--- src/hdl/sfp_io_pkg.sv ---
// ------------------------------------------------
// SFP+ I/O register package
// Bus widths, register map, MDIO frame constants
// ------------------------------------------------

package sfp_io_pkg;

  localparam int REG_AWIDTH = 14;
  localparam int REG_DWIDTH = 32;

  typedef logic [REG_AWIDTH-1:0] reg_addr_t;
  typedef logic [REG_DWIDTH-1:0] reg_data_t;
  typedef logic [8:0]            mac_status_t;  // CRC, frag, 4x FIFO, pause, lfault, rfault
  typedef logic [15:0]           phy_status_t;

  // Register offsets from REG_BASE
  localparam reg_addr_t OFS_MAC_CTRL_STATUS = 14'h0;
  localparam reg_addr_t OFS_PHY_CTRL_STATUS = 14'h4;
  localparam reg_addr_t OFS_MDIO_CMD        = 14'h10;
  localparam reg_addr_t OFS_MDIO_STATUS     = 14'h14;

  // Readback select codes
  localparam logic [1:0] SEL_MAC_STATUS  = 2'd0;
  localparam logic [1:0] SEL_PHY_STATUS  = 2'd1;
  localparam logic [1:0] SEL_MDIO_CMD    = 2'd2;
  localparam logic [1:0] SEL_MDIO_STATUS = 2'd3;

  // MDIO command and status fields
  localparam int MDIO_RD_BIT   = 26;
  localparam int MDIO_PHY_LSB  = 21;  // 5 bits
  localparam int MDIO_REG_LSB  = 16;  // 5 bits
  localparam int MDIO_BUSY_BIT = 16;

  localparam reg_data_t MAC_CTRL_RESET  = 32'h1;  // Tx enabled
  localparam int        MDC_HALF        = 4;      // bus_clk cycles per MDC half
  localparam int        MDIO_FRAME_BITS = 64;     // 32 preamble + 32 frame

  typedef enum logic [1:0] {IDLE, PREAMBLE, FRAME, DONE} mdio_state_t;

endpackage

--- src/hdl/sfp_reg_decode.sv ---
// ------------------------------------------------
// SFP+ I/O address decoder
// Turns register requests into per-register
// combinational select strobes
// ------------------------------------------------

module sfp_reg_decode #(
  parameter sfp_io_pkg::reg_addr_t REG_BASE = '0
) (
  input  logic                  reg_wr_req_i,
  input  sfp_io_pkg::reg_addr_t reg_wr_addr_i,
  input  logic                  reg_rd_req_i,
  input  sfp_io_pkg::reg_addr_t reg_rd_addr_i,
  output logic                  wr_mac_ctrl_o,
  output logic                  wr_phy_ctrl_o,
  output logic                  wr_mdio_cmd_o,
  output logic                  rd_hit_o,
  output logic [1:0]            rd_sel_o
);
  import sfp_io_pkg::*;

  // Absolute register addresses
  localparam reg_addr_t ADDR_MAC    = reg_addr_t'(REG_BASE + OFS_MAC_CTRL_STATUS);
  localparam reg_addr_t ADDR_PHY    = reg_addr_t'(REG_BASE + OFS_PHY_CTRL_STATUS);
  localparam reg_addr_t ADDR_CMD    = reg_addr_t'(REG_BASE + OFS_MDIO_CMD);
  localparam reg_addr_t ADDR_STATUS = reg_addr_t'(REG_BASE + OFS_MDIO_STATUS);

  // No write strobe for the read-only MDIO status
  assign wr_mac_ctrl_o = reg_wr_req_i && (reg_wr_addr_i == ADDR_MAC);
  assign wr_phy_ctrl_o = reg_wr_req_i && (reg_wr_addr_i == ADDR_PHY);
  assign wr_mdio_cmd_o = reg_wr_req_i && (reg_wr_addr_i == ADDR_CMD);

  always_comb begin
    rd_hit_o = reg_rd_req_i;  // Cleared below on a miss
    rd_sel_o = SEL_MAC_STATUS;
    case (reg_rd_addr_i)
      ADDR_MAC:    rd_sel_o = SEL_MAC_STATUS;
      ADDR_PHY:    rd_sel_o = SEL_PHY_STATUS;
      ADDR_CMD:    rd_sel_o = SEL_MDIO_CMD;
      ADDR_STATUS: rd_sel_o = SEL_MDIO_STATUS;
      default:     rd_hit_o = 1'b0;  // Unmapped address gives no response
    endcase
  end

endmodule

--- src/hdl/sfp_ctrl_status_regs.sv ---
// ------------------------------------------------
// SFP+ control and status registers
// MAC and PHY control words, plus two-flop
// synchronizers for the async status inputs
// ------------------------------------------------

module sfp_ctrl_status_regs (
  input  logic                    bus_clk,
  input  logic                    bus_rst,
  input  logic                    wr_mac_ctrl_i,
  input  logic                    wr_phy_ctrl_i,
  input  sfp_io_pkg::reg_data_t   wr_data_i,
  input  sfp_io_pkg::mac_status_t mac_status_i,
  input  sfp_io_pkg::phy_status_t phy_status_i,
  output sfp_io_pkg::reg_data_t   mac_ctrl_o,
  output sfp_io_pkg::reg_data_t   phy_ctrl_o,
  output sfp_io_pkg::mac_status_t mac_status_sync_o,
  output sfp_io_pkg::phy_status_t phy_status_sync_o
);
  import sfp_io_pkg::*;

  localparam int SYNC_W = $bits(mac_status_t) + $bits(phy_status_t);

  logic [SYNC_W-1:0] sync_meta;  // First stage, may go metastable
  logic [SYNC_W-1:0] sync_q;     // Second stage, safe to use

  // ------------------------------------------------
  // Control words
  // ------------------------------------------------
  always_ff @(posedge bus_clk) begin
    if (bus_rst) begin
      mac_ctrl_o <= MAC_CTRL_RESET;  // Tx enable on
      phy_ctrl_o <= '0;
    end else begin
      if (wr_mac_ctrl_i) begin
        mac_ctrl_o <= wr_data_i;
      end
      if (wr_phy_ctrl_i) begin
        phy_ctrl_o <= wr_data_i;
      end
    end
  end

  // ------------------------------------------------
  // Status synchronizers
  // ------------------------------------------------
  // Both words share one chain, bits are independent
  always_ff @(posedge bus_clk) begin
    sync_meta <= {mac_status_i, phy_status_i};
    sync_q    <= sync_meta;
  end

  assign mac_status_sync_o = sync_q[SYNC_W-1 -: $bits(mac_status_t)];
  assign phy_status_sync_o = sync_q[$bits(phy_status_t)-1:0];

endmodule

--- src/hdl/mdio_master.sv ---
// ------------------------------------------------
// Clause-22 MDIO master
// Runs one read or write frame per command word,
// MDC divided down from bus_clk
// ------------------------------------------------

module mdio_master (
  input  logic                  bus_clk,
  input  logic                  bus_rst,
  input  logic                  cmd_wr_i,
  input  sfp_io_pkg::reg_data_t cmd_data_i,
  input  logic                  mdio_i,
  output logic                  mdc_o,
  output logic                  mdio_o,
  output logic                  mdio_oe_o,
  output logic                  busy_o,
  output sfp_io_pkg::reg_data_t cmd_o,
  output logic [15:0]           rd_data_o
);
  import sfp_io_pkg::*;

  localparam int DIV_W = $clog2(MDC_HALF);
  localparam int CNT_W = $clog2(MDIO_FRAME_BITS);
  localparam logic [DIV_W-1:0] DIV_LAST   = DIV_W'(MDC_HALF - 1);
  localparam logic [CNT_W-1:0] PRE_LAST   = CNT_W'(MDIO_FRAME_BITS / 2 - 1);
  localparam logic [CNT_W-1:0] TA_FIRST   = CNT_W'(MDIO_FRAME_BITS - 18);
  localparam logic [CNT_W-1:0] DATA_FIRST = CNT_W'(MDIO_FRAME_BITS - 16);
  localparam logic [CNT_W-1:0] BIT_LAST   = CNT_W'(MDIO_FRAME_BITS - 1);

  mdio_state_t                state;
  logic [DIV_W-1:0]           div_cnt;   // MDC half-period counter
  logic [CNT_W-1:0]           bit_cnt;   // Bit index in the 64-bit frame
  logic [MDIO_FRAME_BITS-1:0] shift_q;   // Outgoing bits, MSB on the wire
  logic [15:0]                rd_shift;  // Incoming read data
  logic                       active;
  logic                       is_read;
  logic                       mdc_rise;
  logic                       mdc_fall;
  logic [1:0]                 op_bits;
  logic [1:0]                 ta_bits;
  logic [15:0]                wr_bits;

  assign active   = (state == PREAMBLE) || (state == FRAME);
  assign is_read  = cmd_o[MDIO_RD_BIT];
  assign mdc_rise = active && (div_cnt == DIV_LAST) && !mdc_o;
  assign mdc_fall = active && (div_cnt == DIV_LAST) && mdc_o;

  // Frame fields from the incoming command
  assign op_bits = cmd_data_i[MDIO_RD_BIT] ? 2'b10 : 2'b01;
  assign ta_bits = cmd_data_i[MDIO_RD_BIT] ? 2'b11 : 2'b10;     // Read TA is released
  assign wr_bits = cmd_data_i[MDIO_RD_BIT] ? 16'hFFFF : cmd_data_i[15:0];

  // ------------------------------------------------
  // Control FSM
  // ------------------------------------------------
  always_ff @(posedge bus_clk) begin
    if (bus_rst) begin
      state     <= IDLE;
      busy_o    <= 1'b0;
      mdc_o     <= 1'b0;
      div_cnt   <= '0;
      bit_cnt   <= '0;
      cmd_o     <= '0;
      rd_data_o <= '0;
    end else begin
      case (state)
        IDLE: begin
          if (cmd_wr_i) begin  // Commands while busy never get here
            state   <= PREAMBLE;
            busy_o  <= 1'b1;
            cmd_o   <= cmd_data_i;
            mdc_o   <= 1'b0;
            div_cnt <= '0;
            bit_cnt <= '0;
          end
        end
        PREAMBLE, FRAME: begin
          div_cnt <= (div_cnt == DIV_LAST) ? '0 : div_cnt + 1'b1;
          if (div_cnt == DIV_LAST) begin
            mdc_o <= ~mdc_o;
          end
          if (mdc_fall) begin  // Bit done, move to next
            bit_cnt <= bit_cnt + 1'b1;
            if (bit_cnt == PRE_LAST) begin
              state <= FRAME;
            end else if (bit_cnt == BIT_LAST) begin
              state <= DONE;
            end
          end
        end
        DONE: begin
          if (is_read) begin
            rd_data_o <= rd_shift;  // Valid as busy falls
          end
          busy_o <= 1'b0;
          state  <= IDLE;
        end
        default: state <= IDLE;
      endcase
    end
  end

  // ------------------------------------------------
  // Shift registers
  // ------------------------------------------------
  always_ff @(posedge bus_clk) begin
    if ((state == IDLE) && cmd_wr_i) begin
      shift_q <= {{(MDIO_FRAME_BITS / 2){1'b1}}, 2'b01, op_bits,
                  cmd_data_i[MDIO_PHY_LSB +: 5], cmd_data_i[MDIO_REG_LSB +: 5],
                  ta_bits, wr_bits};
    end else if (mdc_fall) begin
      shift_q <= {shift_q[MDIO_FRAME_BITS-2:0], 1'b1};
    end
    // PHY data must be stable at the MDC rising edge
    if (mdc_rise && is_read && (state == FRAME) && (bit_cnt >= DATA_FIRST)) begin
      rd_shift <= {rd_shift[14:0], mdio_i};
    end
  end

  assign mdio_o    = active ? shift_q[MDIO_FRAME_BITS-1] : 1'b1;  // Idle high
  assign mdio_oe_o = active && !(is_read && (bit_cnt >= TA_FIRST));

  // Caller polls busy, so it must cover the whole frame
  assert property (@(posedge bus_clk) disable iff (bus_rst)
    (state inside {PREAMBLE, FRAME}) |-> busy_o);

endmodule

--- src/hdl/sfp_readback.sv ---
// ------------------------------------------------
// SFP+ register readback
// Picks the read word and returns it with a
// single-cycle response pulse
// ------------------------------------------------

module sfp_readback (
  input  logic                    bus_clk,
  input  logic                    bus_rst,
  input  logic                    rd_hit_i,
  input  logic [1:0]              rd_sel_i,
  input  sfp_io_pkg::mac_status_t mac_status_i,
  input  sfp_io_pkg::phy_status_t phy_status_i,
  input  sfp_io_pkg::reg_data_t   mdio_cmd_i,
  input  logic                    mdio_busy_i,
  input  logic [15:0]             mdio_rd_data_i,
  output logic                    reg_rd_resp_o,
  output sfp_io_pkg::reg_data_t   reg_rd_data_o
);
  import sfp_io_pkg::*;

  reg_data_t rd_word;

  always_comb begin
    rd_word = '0;
    case (rd_sel_i)
      SEL_MAC_STATUS: rd_word = reg_data_t'(mac_status_i);  // Zero extended
      SEL_PHY_STATUS: rd_word = reg_data_t'(phy_status_i);
      SEL_MDIO_CMD:   rd_word = mdio_cmd_i;
      default: begin
        rd_word[MDIO_BUSY_BIT] = mdio_busy_i;
        rd_word[15:0]          = mdio_rd_data_i;
      end
    endcase
  end

  // Response one cycle after each hit
  always_ff @(posedge bus_clk) begin
    if (bus_rst) begin
      reg_rd_resp_o <= 1'b0;
    end else begin
      reg_rd_resp_o <= rd_hit_i;
    end
  end

  always_ff @(posedge bus_clk) begin
    if (rd_hit_i) begin
      reg_rd_data_o <= rd_word;
    end
  end

  // Back-to-back read requests would stretch the pulse
  assert property (@(posedge bus_clk) disable iff (bus_rst)
    reg_rd_resp_o |=> !reg_rd_resp_o);

endmodule

--- src/hdl/sfp_io_regs_top.sv ---
// ------------------------------------------------
// SFP+ I/O register core top level
// Register port, control and status words and
// the MDIO master to the transceiver PHY
// ------------------------------------------------

module sfp_io_regs_top #(
  parameter sfp_io_pkg::reg_addr_t REG_BASE = '0
) (
  input  logic                    bus_clk,
  input  logic                    bus_rst,
  // Register port
  input  logic                    reg_wr_req_i,
  input  sfp_io_pkg::reg_addr_t   reg_wr_addr_i,
  input  sfp_io_pkg::reg_data_t   reg_wr_data_i,
  input  logic                    reg_rd_req_i,
  input  sfp_io_pkg::reg_addr_t   reg_rd_addr_i,
  output logic                    reg_rd_resp_o,
  output sfp_io_pkg::reg_data_t   reg_rd_data_o,
  // MAC and PHY side
  input  sfp_io_pkg::mac_status_t mac_status_i,
  input  sfp_io_pkg::phy_status_t phy_status_i,
  output sfp_io_pkg::reg_data_t   mac_ctrl_o,
  output sfp_io_pkg::reg_data_t   phy_ctrl_o,
  // MDIO pins
  output logic                    mdc_o,
  output logic                    mdio_o,
  output logic                    mdio_oe_o,
  input  logic                    mdio_i
);
  import sfp_io_pkg::*;

  logic        wr_mac_ctrl, wr_phy_ctrl, wr_mdio_cmd;
  logic        rd_hit;
  logic [1:0]  rd_sel;
  mac_status_t mac_status_sync;
  phy_status_t phy_status_sync;
  reg_data_t   mdio_cmd;
  logic        mdio_busy;
  logic [15:0] mdio_rd_data;

  sfp_reg_decode #(.REG_BASE(REG_BASE)) decode_i (
    .reg_wr_req_i, .reg_wr_addr_i, .reg_rd_req_i, .reg_rd_addr_i,
    .wr_mac_ctrl_o(wr_mac_ctrl), .wr_phy_ctrl_o(wr_phy_ctrl),
    .wr_mdio_cmd_o(wr_mdio_cmd), .rd_hit_o(rd_hit), .rd_sel_o(rd_sel)
  );

  sfp_ctrl_status_regs csr_i (
    .bus_clk, .bus_rst, .wr_mac_ctrl_i(wr_mac_ctrl), .wr_phy_ctrl_i(wr_phy_ctrl),
    .wr_data_i(reg_wr_data_i), .mac_status_i, .phy_status_i, .mac_ctrl_o, .phy_ctrl_o,
    .mac_status_sync_o(mac_status_sync), .phy_status_sync_o(phy_status_sync)
  );

  mdio_master mdio_master_i (
    .bus_clk, .bus_rst, .cmd_wr_i(wr_mdio_cmd), .cmd_data_i(reg_wr_data_i), .mdio_i,
    .mdc_o, .mdio_o, .mdio_oe_o, .busy_o(mdio_busy), .cmd_o(mdio_cmd),
    .rd_data_o(mdio_rd_data)
  );

  sfp_readback readback_i (
    .bus_clk, .bus_rst, .rd_hit_i(rd_hit), .rd_sel_i(rd_sel),
    .mac_status_i(mac_status_sync), .phy_status_i(phy_status_sync),
    .mdio_cmd_i(mdio_cmd), .mdio_busy_i(mdio_busy), .mdio_rd_data_i(mdio_rd_data),
    .reg_rd_resp_o, .reg_rd_data_o
  );

endmodule

--- config.mk ---
export PLATFORM = sky130hd
export DESIGN_NAME = sfp_io_regs_top
export DESIGN_NICKNAME = d
export VERILOG_FILES = /design/src/hdl/sfp_io_pkg.sv /design/src/hdl/sfp_reg_decode.sv /design/src/hdl/sfp_ctrl_status_regs.sv /design/src/hdl/mdio_master.sv /design/src/hdl/sfp_readback.sv /design/src/hdl/sfp_io_regs_top.sv
export SDC_FILE = /design/constraint.sdc
export NUM_CORES = 1
export LEC_CHECK = 0
export BUFFER_PORTS_ARGS = -buffer_cell sky130_fd_sc_hd__buf_2
export CAP_MARGIN = 20
export CELL_PAD_IN_SITES_DETAIL_PLACEMENT = 0
export CELL_PAD_IN_SITES_GLOBAL_PLACEMENT = 1
export CORE_MARGIN = 2
export CORE_UTILIZATION = 46
export CTS_CLUSTER_SIZE = 10
export DETAILED_ROUTE_END_ITERATION = 8
export PLACE_DENSITY = 0.89
export SYNTH_ARGS = -nofsm -noshare
export SYNTH_HDL_FRONTEND = slang
export SYNTH_SLANG_ARGS = --single-unit
--- constraint.sdc ---
create_clock -name bus_clk -period 8.9 [get_ports bus_clk]
set_input_delay 1.78 -clock bus_clk [delete_from_list [all_inputs] [get_ports bus_clk]]
set_output_delay 1.78 -clock bus_clk [all_outputs]
set_load 0.01 [all_outputs]
Word level (Yosys, flattened, before mapping)
Cells that the tools add are included.
W data, S select, Z words.

storage, ports and cells
  register bits after elaboration = 287
  input port bits = 90
  output and inout port bits = 100
  word-level logic and storage cells = 95

operators by class
  add/sub/neg operators = 2
  magnitude comparators = 2
  equality and inequality tests = 17
  muxes and demuxes = 25
  bitwise logic cells = 1
  reduce and logical (&&, ||, !) cells = 31

operator list
  cell                   count
  $mux W30               2
  $pmux W17 S3           1
  $eq A14 B5 Y1 const B  3
  $eq A14 B3 Y1 const B  2
  $logic_not A14 Y1      2
  $mux W16               1
  $mux W2                7
  $ge A6 B6 Y1 const B   2
  $logic_and A1 B1 Y1    12
  $mux W6                2
  $pmux W2 S3            2
  $pmux W6 S2            1
  $reduce_and A3 Y1      3
  $eq A2 B2 Y1 const B   4
  $reduce_and A2 Y1      4
  $add A6 B1 Y6 const B  1
  $eq A6 B5 Y1 const B   1
  $eq A6 B6 Y1 const B   1
  $mux W1                6
  $ne A2 B1 Y1 const B   3
  $reduce_bool A2 Y1     3
  $eq A2 B1 Y1 const B   2
  $logic_not A2 Y1       2
  $pmux W1 S2            2
  8 further kinds        9

Depth between registers and ports, before layout
  depth after elaboration = 7
  depth in mapped cells = 8
  depth with buffers taken out = 6

Cells and area by module
A second synthesis with hierarchy kept.

unflattened totals
  cell total of the unflattened synthesis = 927
  area, all modules = 10,251.1 µm²

modules (own cells, without submodules)
  module                instances  cells each  area each (µm²)  seq. area each (µm²)
  mdio_master           1          570         5,227.5          3,263.1
  sfp_ctrl_status_regs  1          257         3,338.2          2,282.2
  sfp_readback          1          82          1,541.5          980.9
  sfp_reg_decode        1          18          143.9            0.0

Worst setup path after synthesis
OpenSTA, ideal clock, no wires.

  path type = input-to-reg
  start = in reg_rd_addr_i[5]
  end = reg readback_i.reg_rd_data_o[0] (enable)
  setup time = 0.421 ns
  data arrival time = 3.936 ns
  required time = 8.479 ns
  setup slack = 4.542 ns
  cell stages on the path = 4
  buffers on the path = 1
  path through = nor4_1 -> buf_2 -> nand3_1 -> nor2_1

between the ends
  cells in the longest elaborated chain, start to end = 3
  elaborated cells between the ends (all ways) = 6
  those cells by class = eq/ne: 3; mux: 1; reduce/logical: 2

RTL lines
  element                                line                   source
  from (decl)                            sfp_io_regs_top.sv:17  input sfp_io_pkg::reg_addr_t reg_rd_addr_i,
  $eq A14 B3 Y1 (tied with other cells)  sfp_reg_decode.sv:36   case (reg_rd_addr_i)
  $reduce_or A4 Y1 (no line) (*)         n/a
  $mux W1 (*)                            sfp_reg_decode.sv:36
  named net decode_i.rd_hit_o            sfp_reg_decode.sv:17   output logic rd_hit_o,
  to (signal assigned)                   sfp_readback.sv:48     reg_rd_data_o <= rd_word;
  to (decl)                              sfp_readback.sv:18     output sfp_io_pkg::reg_data_t reg_rd_data_o

Mark *: on every way through the listed nets, which the timed path passes. The rest lies on a longest branch.
A chain may end at the register's enable or synchronous reset.

Worst setup path after layout
  start = in reg_wr_addr_i[4]
  end = reg mdio_master_i.shift_q[25] (enable)

between the ends
  cells in the longest elaborated chain, start to end = 4

RTL lines
  element                       line                   source
  from (decl)                   sfp_io_regs_top.sv:14  input sfp_io_pkg::reg_addr_t reg_wr_addr_i,
  $eq A14 B5 Y1                 sfp_reg_decode.sv:31   assign wr_mdio_cmd_o = reg_wr_req_i && (reg_wr_addr_i == ADDR_CMD);
  $logic_and A1 B1 Y1           sfp_reg_decode.sv:31
  $logic_and A1 B1 Y1           mdio_master.sv:107     if ((state == IDLE) && cmd_wr_i) begin
  $reduce_bool A2 Y1 (no line)  n/a
  to (signal assigned)          mdio_master.sv:108     shift_q <= {{(MDIO_FRAME_BITS / 2){1'b1}}, 2'b01, op_bits,
  to (signal assigned)          mdio_master.sv:112     shift_q <= {shift_q[MDIO_FRAME_BITS-2:0], 1'b1};
  to (decl)                     mdio_master.sv:33      logic [MDIO_FRAME_BITS-1:0] shift_q;

No other way between the ends.

==> impl_metrics.csv <==
group,metric,value,unit
floorplan,pin_count,190,
clock_network,clock-sinks,287,
timing,timing.final.crit_period,4.48,ns
min_path,hold-path-cell-count,0,
yosys,syn_avg_cell_area,9.96,um2
timing,rsz0062_at_grt,"no",
floorplan,die_h,158,um
global_routing,antenna_found_initial,0,
min_path,hp-start,"csr_i.sync_meta[9]",
setup_path,path_delay_family,"simple AND/OR/NAND/NOR gates",
clock_network,path_clk_slew,0.05,ns
clock_network,hold_buffers,0,
floorplan,die_w,158,um
detailed_routing,drt_iter0_drc,677,
timing,tns,0,ns
setup_path,crit_buf_inv,2,
timing,fin_crit_sh,50.4,%
clock_network,htreeDepth,2,
clock_network,root_buffer,"clkbuf_16",
detailed_routing,post_drt_via_cell_ratio,5.55,
timing,drv_slew,0,
setup_path,cp_common_cell,"nand2_1",
setup_path,reg2regPathDepth,7,
yosys,synth_top_area_cell,"dfxtp_1",
setup_path,critPathLaunchType,"input pin",
setup_path,critPathSlowestCell,"and4_2",
yosys,synthDistinctLibCells,47,
global_routing,first_global_vias,8010,
run_status,status,"finished clean",
timing,setup_violations,0,
setup_path,r2r-start,"mdio_master_i.state[0]",
placed_design,finalWeightedCongestion,0.831,
setup_path,critPathArrivalTime,4.63,ns
setup_path,slowest_delay,0.92,ns
setup_path,end_kind,"flop",
yosys,syn_inst,1095,
timing,skew,0.0126,ns
power,irDropWorstVdd,136,uV
run,cap_violations,0,
yosys,synth_top_family_by_area,"simple AND/OR/NAND/NOR gates",
detailed_routing,ant_nets,0,
clock_network,post_cts_buffers,0,
final_layout,drive_gt1_share,21.0,%
floorplan,fp.dieArea,25000,um2
setup_path,crit_type,"in -> reg",
setup_path,reg2reg_slack,6.36,ns
yosys,synthTopCellsByArea,"dfxtp_1 (38%), edfxtp_1 (21%), a21oi_1 (7.2%)",
placed_design,place_ws,3.25,ns
detailed_routing,post-route-drc-count,0,
yosys,synth_edf_count,78,
final_layout,area_delta_synth_final,19.6,%
clock_network,clock_latency,0.50,ns
min_path,min_path_type,"reg -> reg",
power,p_per_area,212,nW/um2
floorplan,start_util,46.6,%
global_routing,grtUsageTotal,21.0,%
final_layout,final_nets,1329,
timing,hold_viol_final,0,
yosys,synthSimpleGateAreaFrac,17.1,%
detailed_routing,vias,8732,
floorplan,rows,56,
clock_network,cts_tree,"built",
yosys,synth_adder_area_share,0.574,%
detailed_routing,drt-total-wl,26900,um
yosys,ys_seq_area_share,59.9,%
placed_design,port_buffers,189,
yosys,ys.flop_type,"dfxtp_1",
yosys,synth_area,10900,um2
min_path,min_to,"csr_i.sync_q[9]",
setup_path,worstReg2RegEnd,"mdio_master_i.shift_q[28]",
clock_network,cts.path.max_buffers,3,
global_routing,grt_pass1_wl,42000,um
clock_network,cts_buffers,35,
placed_design,place_hpwl,17000,um
yosys,ys_ff_latch,287,
final_layout,num_antenna_cells,0,
yosys,yosysWarnings,0,
timing,tightest_slew,0.980,ns
global_routing,grt_start_max_net_pins,76,
detailed_routing,wl_per_cell,17.1,um
yosys,yosys-top-cells-count,"dfxtp_1 (209), a21oi_1 (156), nand2_1 (121)",
yosys,synth.most_common_cell,"dfxtp_1",
setup_path,crit_fanout,66,
yosys,synth_mux_area_share,1.68,%
setup_path,crit_chain,"buf_2, nor4b_2, and4_2, nand2_1, nand2_1, buf_4",
timing,fin_ws,4.42,ns
yosys,async_reset_ff_share,0,%
yosys,syn-num-nets,1190,
clock_network,cts_resized,0,
yosys,synth_xor_area_share,0,%
power,leakagePower,0.00515,uW
timing,fmax,223,MHz
global_routing,grt_remaining_overflow,0,
power,total_power,2770,uW
setup_path,cp.required,9.05,ns
yosys,yosys.area.top_type_share,38.4,%
floorplan,coreArea,23400,um2
timing,max-slew-margin-rel,34.1,%
yosys,synth_compound_area_share,16.4,%
detailed_routing,drtPass1Iterations,5,
==> cell type report <==
class	instances	area [um2]
clock buffers	54	990
clock inverters	2	38.8
fillers	2153	10400
inverters	16	60.1
multi-input cells	689	3920
flip-flops and latches	287	6530
well taps	319	399
repair buffers	205	1110
==> report_power, final <==
group	internal (uW)	switching (uW)
sequential	1350	5.79
combinational	41.7	86.5
clock	788	497
total	2180	590
==> placed cells by master (no fill, tap or decap), drive strengths merged, types with 16 or more instances in the layout <==
cell	synthesis	routed
clkbuf	82	54
mux2i	16	16
nand4b	64	64
nor2	39	39
and3	18	18
buf	21	205
nand2	121	121
o21ai	118	118
a21oi	156	156
nand3	69	69
edfxtp	78	78
dfxtp	209	209
==> state kept, by name, summed over array words and instances (netlist names) <==
name,count
mdio_master_i.rd_data_o,16
csr_i.phy_ctrl_o,32
mdio_master_i.busy_o,1
csr_i.sync_q,25
mdio_master_i.rd_shift,16
mdio_master_i.cmd_o,32
mdio_master_i.state,2
mdio_master_i.mdc_o,1
mdio_master_i.div_cnt,2
readback_i.reg_rd_data_o,32
mdio_master_i.shift_q,64
readback_i.reg_rd_resp_o,1
mdio_master_i.bit_cnt,6
csr_i.mac_ctrl_o,32
csr_i.sync_meta,25
==> routing by layer <==
metal  part of all wire (%)  track usage [%]
met4                    2.2             6.31
met2                     49             35.1
met5                      0                0
met3                    4.9             3.42
met1                     44             28.1
==> how the worst max path moves through the flow <==
stage	start	end	slack, ns	depth (start not counted)
global route	reg_wr_addr_i[4]	mdio_master_i.shift_q[25]	4.17	6
CTS	reg_wr_addr_i[4]	mdio_master_i.shift_q[25]	3.76	6
finish	reg_wr_addr_i[4]	mdio_master_i.shift_q[25]	4.42	6
global placement	reg_wr_addr_i[4]	mdio_master_i.shift_q[23]	3.27	6
detailed placement	reg_wr_addr_i[4]	mdio_master_i.shift_q[21]	3.25	6
floorplan	reg_rd_addr_i[5]	readback_i.reg_rd_data_o[0]	4.54	4
==> logic make-up after synthesis <==
logic type	count (synthesis)
and+or+nand+nor	341
AOI/OAI and AO/OA	325
DFF	287
buffers and inverters	119
muxes	18
adders and majority gates	5
==> stage by stage <==
stage          hold slack [ns]  area, um2  cells  util, %
2_1_floorplan            0.310      10900   1095        -
3_3_place_gp             0.312      12000   1514     51.1
3_5_place_dp             0.312      12000   1515     51.2
4_1_cts                  0.324      13000   1571     55.6
5_1_grt                  0.326      13000   1572     55.7
6_report                 0.322      13000   1572     55.7
No activity file was read; power rests on OpenSTA's default activity.
